==> src/logic/cpuPkg.sv <==
package cpuPkg;

    typedef logic [15:0] wordT;
    typedef logic [1:0] regIdxT;
    typedef logic [3:0] opcodeT;
    typedef logic [5:0] funcT;
    typedef logic [2:0] aluOpT;

    // Opcodes
    localparam opcodeT opBne = 4'd0;
    localparam opcodeT opBeq = 4'd1;
    localparam opcodeT opAdi = 4'd4;
    localparam opcodeT opOri = 4'd5;
    localparam opcodeT opLhi = 4'd6;
    localparam opcodeT opLwd = 4'd7;
    localparam opcodeT opSwd = 4'd8;
    localparam opcodeT opJmp = 4'd9;
    localparam opcodeT opRtype = 4'd15;

    // R-type function codes
    localparam funcT funcAdd = 6'd0;
    localparam funcT funcSub = 6'd1;
    localparam funcT funcAnd = 6'd2;
    localparam funcT funcOrr = 6'd3;
    localparam funcT funcWwd = 6'd28;
    localparam funcT funcHlt = 6'd29;

    localparam aluOpT aluAdd = 3'd0;
    localparam aluOpT aluSub = 3'd1;
    localparam aluOpT aluAnd = 3'd2;
    localparam aluOpT aluOr = 3'd3;
    localparam aluOpT aluLhi = 3'd4;

    typedef struct packed {
        logic regWrite;
        logic memToReg;
        logic memRead;
        logic memWrite;
        logic aluSrcImm;
        logic isBranch;
        logic branchOnEqual;
        logic isWwd;
        logic isHalt;
        aluOpT aluOp;
    } ctrlT;

    // Control left after execute
    typedef struct packed {
        logic regWrite;
        logic memToReg;
        logic memRead;
        logic memWrite;
        logic isWwd;
        logic isHalt;
    } exMemCtrlT;

    typedef struct packed {
        logic regWrite;
        logic memToReg;
        logic isWwd;
        logic isHalt;
    } memWbCtrlT;

    typedef struct packed {
        logic valid;
        wordT pc;
        wordT instr;
    } ifIdT;

    typedef struct packed {
        logic valid;
        wordT pc;
        ctrlT ctrl;
        wordT readData1;
        wordT readData2;
        regIdxT rs;
        regIdxT rt;
        regIdxT dest;
        wordT imm;
    } idExT;

    typedef struct packed {
        logic valid;
        exMemCtrlT ctrl;
        wordT aluResult;
        wordT storeData;
        regIdxT dest;
    } exMemT;

    typedef struct packed {
        logic valid;
        memWbCtrlT ctrl;
        wordT aluResult;
        wordT loadData;
        regIdxT dest;
    } memWbT;

    typedef struct packed {
        logic writeEnable;
        regIdxT writeIdx;
        wordT writeData;
    } wbBusT;

endpackage

==> src/logic/cpuTop.sv <==
`timescale 1ns/1ns

module cpuTop (
    input logic Clk,
    input logic rstN,
    output cpuPkg::wordT imemAddr,
    output logic imemRead,
    input cpuPkg::wordT imemData,
    output cpuPkg::wordT dmemAddr,
    output cpuPkg::wordT dmemWData,
    output logic dmemRead,
    output logic dmemWrite,
    input cpuPkg::wordT dmemRData,
    output cpuPkg::wordT outputPort,
    output cpuPkg::wordT numInst,
    output logic outputValid,
    output logic halted
);
    import cpuPkg::*;

    ifIdT ifId;
    idExT idEx;
    exMemT exMem;
    wbBusT wbBus;
    logic stall;
    logic jumpValid;
    wordT jumpTarget;
    logic branchTaken;
    wordT branchTarget;

    fetchStage fetch0 (
        .Clk(Clk),
        .rstN(rstN),
        .stall(stall),
        .jumpValid(jumpValid),
        .branchTaken(branchTaken),
        .halted(halted),
        .jumpTarget(jumpTarget),
        .branchTarget(branchTarget),
        .imemData(imemData),
        .imemAddr(imemAddr),
        .imemRead(imemRead),
        .ifId(ifId)
    );

    decodeStage decode0 (
        .Clk(Clk),
        .rstN(rstN),
        .ifId(ifId),
        .flush(branchTaken),
        .wbBus(wbBus),
        .stall(stall),
        .jumpValid(jumpValid),
        .jumpTarget(jumpTarget),
        .idEx(idEx)
    );

    executeStage execute0 (
        .Clk(Clk),
        .rstN(rstN),
        .idEx(idEx),
        .wbBus(wbBus),
        .branchTaken(branchTaken),
        .branchTarget(branchTarget),
        .exMem(exMem)
    );

    memWbStage memWb0 (
        .Clk(Clk),
        .rstN(rstN),
        .exMem(exMem),
        .dmemRData(dmemRData),
        .dmemAddr(dmemAddr),
        .dmemWData(dmemWData),
        .dmemRead(dmemRead),
        .dmemWrite(dmemWrite),
        .wbBus(wbBus),
        .outputPort(outputPort),
        .outputValid(outputValid),
        .numInst(numInst),
        .halted(halted)
    );

endmodule

==> src/logic/decodeStage.sv <==
`timescale 1ns/1ns

module decodeStage (
    input logic Clk,
    input logic rstN,
    input cpuPkg::ifIdT ifId,
    input logic flush,
    input cpuPkg::wbBusT wbBus,
    output logic stall,
    output logic jumpValid,
    output cpuPkg::wordT jumpTarget,
    output cpuPkg::idExT idEx
);
    import cpuPkg::*;

    opcodeT opcode;
    funcT func;
    regIdxT rs;
    regIdxT rt;
    regIdxT rd;
    logic [7:0] imm8;
    ctrlT ctrl;
    wordT immExt;
    regIdxT dest;
    logic usesRs;
    logic usesRt;
    wordT regFile [4];
    wordT readData1;
    wordT readData2;

    assign opcode = ifId.instr[15:12];
    assign rs = ifId.instr[11:10];
    assign rt = ifId.instr[9:8];
    assign rd = ifId.instr[7:6];
    assign func = ifId.instr[5:0];
    assign imm8 = ifId.instr[7:0];

    always_comb begin
        ctrl = '0;
        ctrl.aluOp = aluAdd;
        case (opcode)
            opBne: begin
                ctrl.isBranch = 1'b1;
            end
            opBeq: begin
                ctrl.isBranch = 1'b1;
                ctrl.branchOnEqual = 1'b1;
            end
            opAdi: begin
                ctrl.regWrite = 1'b1;
                ctrl.aluSrcImm = 1'b1;
            end
            opOri: begin
                ctrl.regWrite = 1'b1;
                ctrl.aluSrcImm = 1'b1;
                ctrl.aluOp = aluOr;
            end
            opLhi: begin
                ctrl.regWrite = 1'b1;
                ctrl.aluSrcImm = 1'b1;
                ctrl.aluOp = aluLhi;
            end
            opLwd: begin
                ctrl.regWrite = 1'b1;
                ctrl.memToReg = 1'b1;
                ctrl.memRead = 1'b1;
                ctrl.aluSrcImm = 1'b1;
            end
            opSwd: begin
                ctrl.memWrite = 1'b1;
                ctrl.aluSrcImm = 1'b1;
            end
            opRtype: begin
                case (func)
                    funcAdd: ctrl.regWrite = 1'b1;
                    funcSub: begin
                        ctrl.regWrite = 1'b1;
                        ctrl.aluOp = aluSub;
                    end
                    funcAnd: begin
                        ctrl.regWrite = 1'b1;
                        ctrl.aluOp = aluAnd;
                    end
                    funcOrr: begin
                        ctrl.regWrite = 1'b1;
                        ctrl.aluOp = aluOr;
                    end
                    funcWwd: ctrl.isWwd = 1'b1;
                    funcHlt: ctrl.isHalt = 1'b1;
                    default: ctrl.aluOp = aluAdd;
                endcase
            end
            default: ctrl.aluOp = aluAdd;
        endcase
    end

    // ORI and LHI take the byte unsigned
    assign immExt = (opcode == opOri || opcode == opLhi) ? {8'h00, imm8} : {{8{imm8[7]}}, imm8};
    assign dest = (opcode == opRtype) ? rd : rt;

    assign usesRs = (opcode != opJmp) && (opcode != opLhi) &&
                    !(opcode == opRtype && func == funcHlt);
    assign usesRt = (opcode == opBne) || (opcode == opBeq) || (opcode == opSwd) ||
                    (opcode == opRtype && func <= funcOrr);

    // Load-use hazard against the entry now in execute
    assign stall = ifId.valid && idEx.valid && idEx.ctrl.memRead &&
                   ((usesRs && rs == idEx.dest) || (usesRt && rt == idEx.dest));

    assign jumpValid = ifId.valid && !flush && opcode == opJmp;
    assign jumpTarget = {ifId.pc[15:12], ifId.instr[11:0]};

    always_ff @(posedge Clk) begin
        if (!rstN) begin
            for (int i = 0; i < 4; i++) begin
                regFile[i] <= '0;
            end
        end else if (wbBus.writeEnable) begin
            regFile[wbBus.writeIdx] <= wbBus.writeData;
        end
    end

    // Same-cycle write passes straight through
    assign readData1 = (wbBus.writeEnable && wbBus.writeIdx == rs) ? wbBus.writeData : regFile[rs];
    assign readData2 = (wbBus.writeEnable && wbBus.writeIdx == rt) ? wbBus.writeData : regFile[rt];

    always_ff @(posedge Clk) begin
        if (!rstN) begin
            idEx.valid <= 1'b0;
        end else begin
            idEx.valid <= ifId.valid && !flush && !stall;
            idEx.pc <= ifId.pc;
            idEx.ctrl <= ctrl;
            idEx.readData1 <= readData1;
            idEx.readData2 <= readData2;
            idEx.rs <= rs;
            idEx.rt <= rt;
            idEx.dest <= dest;
            idEx.imm <= immExt;
        end
    end

endmodule

==> src/logic/executeStage.sv <==
`timescale 1ns/1ns

module executeStage (
    input logic Clk,
    input logic rstN,
    input cpuPkg::idExT idEx,
    input cpuPkg::wbBusT wbBus,
    output logic branchTaken,
    output cpuPkg::wordT branchTarget,
    output cpuPkg::exMemT exMem
);
    import cpuPkg::*;

    logic memFwdA;
    logic memFwdB;
    wordT opA;
    wordT opB;
    wordT aluB;
    wordT aluOut;
    wordT result;
    logic operandsEqual;

    // Loads are not taken from the memory stage
    assign memFwdA = exMem.valid && exMem.ctrl.regWrite && !exMem.ctrl.memToReg &&
                     exMem.dest == idEx.rs;
    assign memFwdB = exMem.valid && exMem.ctrl.regWrite && !exMem.ctrl.memToReg &&
                     exMem.dest == idEx.rt;

    always_comb begin
        if (memFwdA) begin
            opA = exMem.aluResult;
        end else if (wbBus.writeEnable && wbBus.writeIdx == idEx.rs) begin
            opA = wbBus.writeData;
        end else begin
            opA = idEx.readData1;
        end
    end

    always_comb begin
        if (memFwdB) begin
            opB = exMem.aluResult;
        end else if (wbBus.writeEnable && wbBus.writeIdx == idEx.rt) begin
            opB = wbBus.writeData;
        end else begin
            opB = idEx.readData2;
        end
    end

    assign aluB = idEx.ctrl.aluSrcImm ? idEx.imm : opB;

    always_comb begin
        case (idEx.ctrl.aluOp)
            aluSub: aluOut = opA - aluB;
            aluAnd: aluOut = opA & aluB;
            aluOr: aluOut = opA | aluB;
            aluLhi: aluOut = {aluB[7:0], 8'h00};
            default: aluOut = opA + aluB;
        endcase
    end

    // WWD sends rs out unchanged
    assign result = idEx.ctrl.isWwd ? opA : aluOut;

    assign operandsEqual = (opA == opB);
    assign branchTaken = idEx.valid && idEx.ctrl.isBranch &&
                         (operandsEqual == idEx.ctrl.branchOnEqual);
    assign branchTarget = idEx.pc + 16'd1 + idEx.imm;

    always_ff @(posedge Clk) begin
        if (!rstN) begin
            exMem.valid <= 1'b0;
        end else begin
            exMem.valid <= idEx.valid;
            exMem.ctrl.regWrite <= idEx.ctrl.regWrite;
            exMem.ctrl.memToReg <= idEx.ctrl.memToReg;
            exMem.ctrl.memRead <= idEx.ctrl.memRead;
            exMem.ctrl.memWrite <= idEx.ctrl.memWrite;
            exMem.ctrl.isWwd <= idEx.ctrl.isWwd;
            exMem.ctrl.isHalt <= idEx.ctrl.isHalt;
            exMem.aluResult <= result;
            exMem.storeData <= opB;
            exMem.dest <= idEx.dest;
        end
    end

endmodule

==> src/logic/fetchStage.sv <==
`timescale 1ns/1ns

module fetchStage (
    input logic Clk,
    input logic rstN,
    input logic stall,
    input logic jumpValid,
    input logic branchTaken,
    input logic halted,
    input cpuPkg::wordT jumpTarget,
    input cpuPkg::wordT branchTarget,
    input cpuPkg::wordT imemData,
    output cpuPkg::wordT imemAddr,
    output logic imemRead,
    output cpuPkg::ifIdT ifId
);
    import cpuPkg::*;

    wordT pc;
    wordT nextPc;

    // Branch from execute wins over jump from decode
    always_comb begin
        if (branchTaken) begin
            nextPc = branchTarget;
        end else if (jumpValid) begin
            nextPc = jumpTarget;
        end else begin
            nextPc = pc + 16'd1;
        end
    end

    assign imemAddr = pc;
    assign imemRead = !halted;

    always_ff @(posedge Clk) begin
        if (!rstN) begin
            pc <= '0;
        end else if (branchTaken || jumpValid) begin
            pc <= nextPc;
        end else if (!stall && !halted) begin
            pc <= nextPc;
        end
    end

    always_ff @(posedge Clk) begin
        if (!rstN) begin
            ifId.valid <= 1'b0;
        end else if (branchTaken || jumpValid) begin
            // Drop the word fetched down the wrong path
            ifId.valid <= 1'b0;
        end else if (!stall) begin
            ifId.valid <= !halted;
            ifId.pc <= pc;
            ifId.instr <= imemData;
        end
    end

endmodule

==> src/logic/memWbStage.sv <==
`timescale 1ns/1ns

module memWbStage (
    input logic Clk,
    input logic rstN,
    input cpuPkg::exMemT exMem,
    input cpuPkg::wordT dmemRData,
    output cpuPkg::wordT dmemAddr,
    output cpuPkg::wordT dmemWData,
    output logic dmemRead,
    output logic dmemWrite,
    output cpuPkg::wbBusT wbBus,
    output cpuPkg::wordT outputPort,
    output logic outputValid,
    output cpuPkg::wordT numInst,
    output logic halted
);
    import cpuPkg::*;

    memWbT memWb;
    logic haltPending;
    logic retire;

    // Anything younger than a retiring HLT must not touch memory
    assign haltPending = halted || (memWb.valid && memWb.ctrl.isHalt);

    assign dmemAddr = exMem.aluResult;
    assign dmemWData = exMem.storeData;
    assign dmemRead = exMem.valid && exMem.ctrl.memRead && !haltPending;
    assign dmemWrite = exMem.valid && exMem.ctrl.memWrite && !haltPending;

    always_ff @(posedge Clk) begin
        if (!rstN) begin
            memWb.valid <= 1'b0;
        end else begin
            memWb.valid <= exMem.valid;
            memWb.ctrl.regWrite <= exMem.ctrl.regWrite;
            memWb.ctrl.memToReg <= exMem.ctrl.memToReg;
            memWb.ctrl.isWwd <= exMem.ctrl.isWwd;
            memWb.ctrl.isHalt <= exMem.ctrl.isHalt;
            memWb.aluResult <= exMem.aluResult;
            memWb.loadData <= dmemRData;
            memWb.dest <= exMem.dest;
        end
    end

    assign retire = memWb.valid && !halted;

    assign wbBus.writeEnable = retire && memWb.ctrl.regWrite;
    assign wbBus.writeIdx = memWb.dest;
    assign wbBus.writeData = memWb.ctrl.memToReg ? memWb.loadData : memWb.aluResult;

    always_ff @(posedge Clk) begin
        if (!rstN) begin
            numInst <= '0;
            outputValid <= 1'b0;
            halted <= 1'b0;
        end else begin
            outputValid <= retire && memWb.ctrl.isWwd;
            if (retire) begin
                numInst <= numInst + 16'd1;
            end
            if (retire && memWb.ctrl.isHalt) begin
                halted <= 1'b1;
            end
        end
    end

    // Output word held until the next WWD
    always_ff @(posedge Clk) begin
        if (retire && memWb.ctrl.isWwd) begin
            outputPort <= memWb.aluResult;
        end
    end

endmodule

==> config.mk <==
export PLATFORM = sky130hd
export DESIGN_NAME = cpuTop
export DESIGN_NICKNAME = d
export VERILOG_FILES = /design/src/logic/cpuPkg.sv /design/src/logic/cpuTop.sv /design/src/logic/decodeStage.sv /design/src/logic/executeStage.sv /design/src/logic/fetchStage.sv /design/src/logic/memWbStage.sv
export SDC_FILE = /design/constraint.sdc
export NUM_CORES = 1
export LEC_CHECK = 0
export BUFFER_PORTS_ARGS = -buffer_cell sky130_fd_sc_hd__buf_2
export CORE_MARGIN = 3
export CORE_UTILIZATION = 65
export CTS_BUF_LIST = sky130_fd_sc_hd__clkbuf_2 sky130_fd_sc_hd__clkbuf_4 sky130_fd_sc_hd__clkbuf_8
export DETAILED_ROUTE_END_ITERATION = 8
export PLACE_DENSITY = 0.81
export SYNTH_ARGS = -nofsm -noshare
export SYNTH_HDL_FRONTEND = slang
export SYNTH_SLANG_ARGS = --single-unit
==> constraint.sdc <==
create_clock -name Clk -period 15 [get_ports Clk]
set_input_delay 1.5 -clock Clk [delete_from_list [all_inputs] [get_ports Clk]]
set_output_delay 1.5 -clock Clk [all_outputs]
set_load 0.01 [all_outputs]
# Yosys cells after proc, flatten, opt, wreduce, memory -nomap -nowiden
# Memories as Yosys holds them, arrays and structs flattened. A register that Yosys moved wholly into a read port is not among the register bits.
# Cells that the tools add are included.
[totals]
regBits = 207
mem_bits_rw = 64
in_bits = 34
output_inout_bits = 85
wordCells = 167
mem_count = 1
[mem_list]
columns = ["memory", "depth", "word_bits", "read_ports", "rd_ports_with_merged_regs", "wr", "line", "rtl"]
rows = [
  ["decode0.regFile", 4, 16, 2, 2, 4, "decodeStage.sv:27", "wordT regFile [4];"],
]
[op_classes]
addsub = 6
n_lt_le_gt_ge = 1
n_eq_ne = 27
n_mux = 31
n_bitwise = 5
n_reduce_logical = 53
[op_table]
columns = ["op", "n"]
rows = [
  ["2-to-1 mux 16 bit", 12],
  ["one-hot mux 16 bit (4 select lines)", 1],
  ["adder 16 x 1 -> 16 bit (second input constant)", 3],
  ["adder 16 bit", 2],
  ["logical AND 1 bit", 30],
  ["bitwise AND 16 bit", 1],
  ["== test 16 bit", 1],
  ["== test 4 x 3 -> 1 bit (second input constant)", 4],
  ["bitwise OR 16 bit", 1],
  ["OR reduction 16 bit", 1],
  ["subtractor 16 bit", 1],
  ["== test 2 bit", 6],
  ["== test 4 bit (second input constant)", 3],
  ["== test 6 x 2 -> 1 bit (second input constant)", 2],
  ["== test 6 x 5 -> 1 bit (second input constant)", 2],
  ["2-to-1 mux 1 bit", 12],
  ["one-hot mux 3 bit (3 select lines)", 1],
  ["OR reduction 4 bit", 2],
  ["logical OR 1 bit", 7],
  ["== test 3 x 2 -> 1 bit (second input constant)", 2],
  ["== test 6 x 1 -> 1 bit (second input constant)", 1],
  ["less-or-equal comparator 6 x 2 -> 1 bit (second input constant)", 1],
  ["zero test 1 bit", 6],
  ["zero test 6 bit", 1],
  ["other kinds (15)", 20],
]

# Depth between registers and ports, before layout
[depth]
ltp_word = 16
depth_mapped = 23
ltp_nobuf = 20

# Modules after synthesis
# A second synthesis with hierarchy kept.
[unflattened]
hier_cells = 1393
hier_area_um2 = 16889.9
[modules_own_cells]
columns = ["mod", "instances", "cells_each", "area_each_um2", "seq_area_each_um2"]
rows = [
  ["decodeStage", 1, 396, 6627.6, 4164.0],
  ["executeStage", 1, 604, 5118.7, 1221.2],
  ["memWbStage", 1, 198, 2916.5, 2001.9],
  ["fetchStage", 1, 195, 2227.1, 1301.2],
]

# Worst setup path after synthesis
# No wires, ideal clock.
[synth_path]
kind = "reg2reg"
start = "register memWb0.memWb, in the netlist memWb0.wbBus[16]"
end = "register, netlist name fetch0.ifId[0]"
setup_ns = 0.461
arrival_ns = 5.195
t_required_ns = 14.539
slack_ns = 9.344
stages_incl_launch_ff = 15
path_buffers = 4
period_less_slack_ns = 5.656
path_cell_list = "edfxtp_1 buf_4 xnor2_1 buf_2 buf_4 a31oi_1 o32ai_1 and2_0 o22ai_1 a221oi_1 nand4_1 nor3_4 nor3_2 buf_6 nor3_1"
[synth_between]
elab_chain_len = 13
word_cells_on_any_way = 17
classes_between = "eq/ne: 4; mux: 4; bitwise: 1; reduce/logical: 8"
[synth_lines]
columns = ["item", "line", "rtl"]
rows = [
  ["start: declaration", "memWbStage.sv:20", "memWbT memWb;"],
  ["== test 2 bit (on tied branches)", "executeStage.sv:32, executeStage.sv:42", ""],
  ["logical AND 1 bit (on tied branches)", "executeStage.sv:32, executeStage.sv:42", ""],
  ["2-to-1 mux 16 bit (on tied branches)", "executeStage.sv:32, executeStage.sv:42", ""],
  ["2-to-1 mux 16 bit (on tied branches)", "executeStage.sv:30, executeStage.sv:40", ""],
  ["== test 16 bit *", "executeStage.sv:64", "assign operandsEqual = (opA == opB);"],
  ["== test 1 bit *", "executeStage.sv:66", "(operandsEqual == idEx.ctrl.branchOnEqual);"],
  ["logical AND 1 bit *", "executeStage.sv:65", "assign branchTaken = idEx.valid && idEx.ctrl.isBranch &&"],
  ["zero test 1 bit", "decodeStage.sv:110", "assign jumpValid = ifId.valid && !flush && opcode == opJmp;"],
  ["logical AND 1 bit (2 in series)", "decodeStage.sv:110", ""],
  ["logical OR 1 bit *", "fetchStage.sv:49", "end else if (branchTaken || jumpValid) begin"],
  ["inverter 1 bit (no source line) *", "--", ""],
  ["AND reduction 3 bit (no source line) *", "--", ""],
]
# Every way passes the cells marked *; elsewhere a longest branch is shown, timed or not.
# A chain may end at the register's enable or synchronous reset.

# Final worst setup path
[layout_path]
start = "register memWb0.memWb[36] in the netlist's numbering"
end = "register, netlist name execute0.exMem[32]"
[layout_between]
elab_chain_len = 7
word_cells_on_any_way = 12
classes_between = "add/sub: 2; mux: 8; bitwise: 2"
[layout_lines]
columns = ["item", "line", "rtl"]
rows = [
  ["2-to-1 mux 16 bit *", "memWbStage.sv:51", "assign wbBus.writeData = memWb.ctrl.memToReg ? memWb.loadData : memWb.aluResult;"],
  ["2-to-1 mux 16 bit *", "executeStage.sv:42", "end else if (wbBus.writeEnable && wbBus.writeIdx == idEx.rt) begin"],
  ["2-to-1 mux 16 bit *", "executeStage.sv:40", "if (memFwdB) begin"],
  ["net execute0.opB[0]", "executeStage.sv:17", "wordT opB;"],
  ["2-to-1 mux 16 bit *", "executeStage.sv:49", "assign aluB = idEx.ctrl.aluSrcImm ? idEx.imm : opB;"],
  ["adder 16 bit or subtractor 16 bit (tied branches)", "executeStage.sv:57, executeStage.sv:53", ""],
  ["one-hot mux 16 bit (4 select lines) *", "executeStage.sv:52", "case (idEx.ctrl.aluOp)"],
  ["2-to-1 mux 16 bit *", "executeStage.sv:62", "assign result = idEx.ctrl.isWwd ? opA : aluOut;"],
  ["net execute0.result[14]", "executeStage.sv:20", "wordT result;"],
]
# The timed path passes the listed nets; every way through them passes the cells marked *.

==> results.json <==
{
  "synth_top_area_share_pct": 47.78,
  "slew_headroom_pct": 19.78,
  "dieArea_um2": 27380,
  "synth_top_area_cell": "edfxtp_1",
  "n_antenna_cell": 0,
  "pin_count": 119,
  "grt.overflow.total": 0,
  "postRouteAntennaNets": 0,
  "hold_class": "reg2reg",
  "die_y_um": 165.5,
  "vdd.ir_drop.worst_v": 0.0001102,
  "drive_above_1_share_pct": 20.82,
  "hold_viol_final": 0,
  "leakage_uw": 0.006920,
  "crit_fanout": 19,
  "finClkSkew_ns": 0.02484,
  "yosys.cell_types.count": 88,
  "die_w_um": 165.5,
  "tritoncts": "done",
  "placed_area_um2": 17130,
  "worst_slew_pin_slew_ns": 1.198,
  "ys_ff_latch": 301,
  "max_freq_ghz": 0.1550,
  "ys_top_cells_by_area": "edfxtp_1 48%, dfxtp_1 4.6%, mux4_2 4.4%",
  "fin_util_pct": 73.58,
  "drc": 0,
  "synth-edff-count": 263,
  "min_period_ns": 6.453,
  "cts-htree-levels": 2,
  "synth_common_cells": "263 x edfxtp_1, 157 x nor2_1, 104 x nand2_1",
  "dp_hpwl_um": 32310,
  "clock_sinks": 301,
  "pwr-share-comb_pct": 16.6,
  "syn-cell-area_um2": 16530,
  "ys.warnings.count": 0,
  "synth-async-reset-ratio_pct": 0,
  "postCtsHoldBufs": 0,
  "first_pass_iters": 8,
  "critPathRequiredTime_ns": 15.31,
  "drtIter0Drc": 1674,
  "wirelength_um": 46030,
  "post_drt_via_cell_ratio": 6.778,
  "wire_per_inst_um": 24.42,
  "cts_resized": 0,
  "maxSlewViolCount": 0,
  "internal-power_uw": 1544,
  "fp-row-count": 57,
  "port_buffers": 118,
  "ys_seq_area_share_pct": 52.38,
  "track_usage_pct": 33.58,
  "area_delta_synth_final_pct": 9.849,
  "clk_pin_slew_ns": 0.06,
  "fin_nets": 1598,
  "cp_data_arrival_time_ns": 6.76,
  "power.switching_uw": 594.7,
  "final_cell_area_um2": 18160,
  "fp.coreArea_um2": 24680,
  "synth.most_common_cell": "edfxtp_1",
  "syn_inst": 1438,
  "p_total_uw": 2139,
  "setup_tns_ns": 0,
  "path_class": "reg2reg",
  "timing.final.crit_share_pct": 43.02,
  "synth_area_per_cell_um2": 11.49,
  "status": "complete, no violations",
  "power_switching_share_pct": 27.80,
  "maxCapViolations": 0,
  "clockBufferDepth": 3,
  "synth_ff_type": "edfxtp_1",
  "setup_violations": 0,
  "grt_pass1_wl_um": 69460,
  "vias": 12780,
  "cts_buffers": 49,
  "syn_nets": 1510,
  "crit_path_end_kind": "flip-flop",
  "grt_max_degree": 75,
  "clockPowerShare_pct": 35.1,
  "p_per_area_nw_per_um2": 117.8,
  "cp-start-kind": "flip-flop",
  "seqPwrFrac_pct": 48.3,
  "cts_setup_buffers": 0,
  "root_buffer": "clkbuf_8",
  "clkLatencyLatePin_ns": 0.58,
  "antenna_found_initial": 2,
  "rsz0062_at_grt": "no",
  "place_congestion": 1.004,
  "grt_pass1_vias": 12130,
  "initial_utilization_pct": 66.98
}
-- logic make-up after synthesis --
kind of cell / synth area share [%]
xor gates and xnor gates: 4.951
buffers and inverters: 4.209
AOI/OAI and AO/OA: 12.75
and+or+nand+nor: 13.38
adders and majority gates: 3.270
muxes: 9.061
DFF: 52.38
-- power groups by stage --
stage / combinational [uW] / clock [uW] / sequential, uW
3_5_place_dp: 346 / 0 / 1050
6_report: 356 / 751 / 1030
5_1_grt: 385 / 797 / 1040
2_1_floorplan: 260 / 0 / 1020
3_3_place_gp: 339 / 0 / 1040
4_1_cts: 349 / 756 / 1030
-- registers in the layout, indices dropped and copies added (netlist names) --
name	cells
fetch0.imemAddr	16
decode0.regFile	64
memWb0.halted	1
memWb0.outputPort	16
fetch0.ifId	33
memWb0.numInst	16
execute0.exMem	40
memWb0.wbBus	2
memWb0.memWb	37
decode0.idEx	75
memWb0.outputValid	1
-- critical path, stage by stage (launching register included) --
cell and delay [ns]:
edfxtp_1 1.12, mux2i_1 0.57, and4_1 0.32, nor3_1 0.08, a21o_1 0.19, mux2i_1 0.46, ha_1 0.27, nor2_1 0.06
xor2_1 0.15, ha_1 0.34, a21o_1 0.19, a21oi_1 0.23, o21bai_1 0.10, a21oi_1 0.24, o21bai_1 0.12, a211o_1 0.33
a2111oi_0 0.67, o31ai_1 0.20, xor2_1 0.18, a221o_1 0.35
-- cells in the final DEF, fill, tap and decap left out, types with 8 or more instances in the layout --
cell type / count
edfxtp_1: 263
nor2_1: 157
buf_2: 117
nand2_1: 104
o21ai_0: 69
a21oi_1: 60
clkbuf_8: 52
xor2_1: 47
xnor2_1: 39
dfxtp_1: 38
mux2_2: 37
mux2i_1: 36
ha_1: 36
mux4_2: 32
inv_1: 27
nand3_1: 27
nand4_1: 26
a31oi_1: 24
buf_4: 24
nor3_1: 23
clkbuf_4: 23
and3_1: 21
o22ai_1: 19
o31ai_1: 17
o211ai_1: 16
nand2b_1: 13
and4_1: 12
nor4_1: 10
a21o_1: 9
and2_1: 9
a211oi_1: 9
or3_1: 9
a221o_1: 9
o21a_1: 8
-- worst paths after layout --
kind                              start                           end  slack [ns]  cells after the start
min           fetch0.ifId[17]$_DFFE_PP_    decode0.idEx[67]$_DFFE_PP_        0.42                      0
max reg2reg  memWb0.memWb[36]$_DFFE_PP_  execute0.exMem[32]$_DFFE_PP_        8.55                     19
min reg2reg   fetch0.ifId[17]$_DFFE_PP_    decode0.idEx[67]$_DFFE_PP_        0.42                      0
max          memWb0.memWb[36]$_DFFE_PP_  execute0.exMem[32]$_DFFE_PP_        8.55                     19
-- final cells by class --
class                   count  area [um2]
inverters                  29       108.9
clock buffers              75       888.4
repair buffers            142       777.0
fillers                  1756        6520
multi-input cells        1003        7184
well taps                 324       405.4
clock inverters            11       133.9
flip-flops and latches    301        8658
-- per-layer routing --
| layer | vias up | wire length (um) | track usage [%] |
|---|---|---|---|
| met5 | - | 25 | 0 |
| met4 | 4 | 2042 | 14.06 |
| met3 | 156 | 5438 | 9.154 |
| met2 | 844 | 21050 | 50.97 |
| met1 | 6137 | 17480 | 46.09 |
| li1 | 5636 | - | - |
-- through the flow --
stage               setup slack [ns]  std cells  hold WS [ns]
floorplan                      9.344       1438        0.4003
global placement               8.906       1799        0.4004
detailed placement             8.656       1799        0.4075
CTS                            8.573       1885        0.4205
global route                   8.071       1885        0.4291
finish                         8.547       1885        0.4197
(Power assumes the default switching activity.)
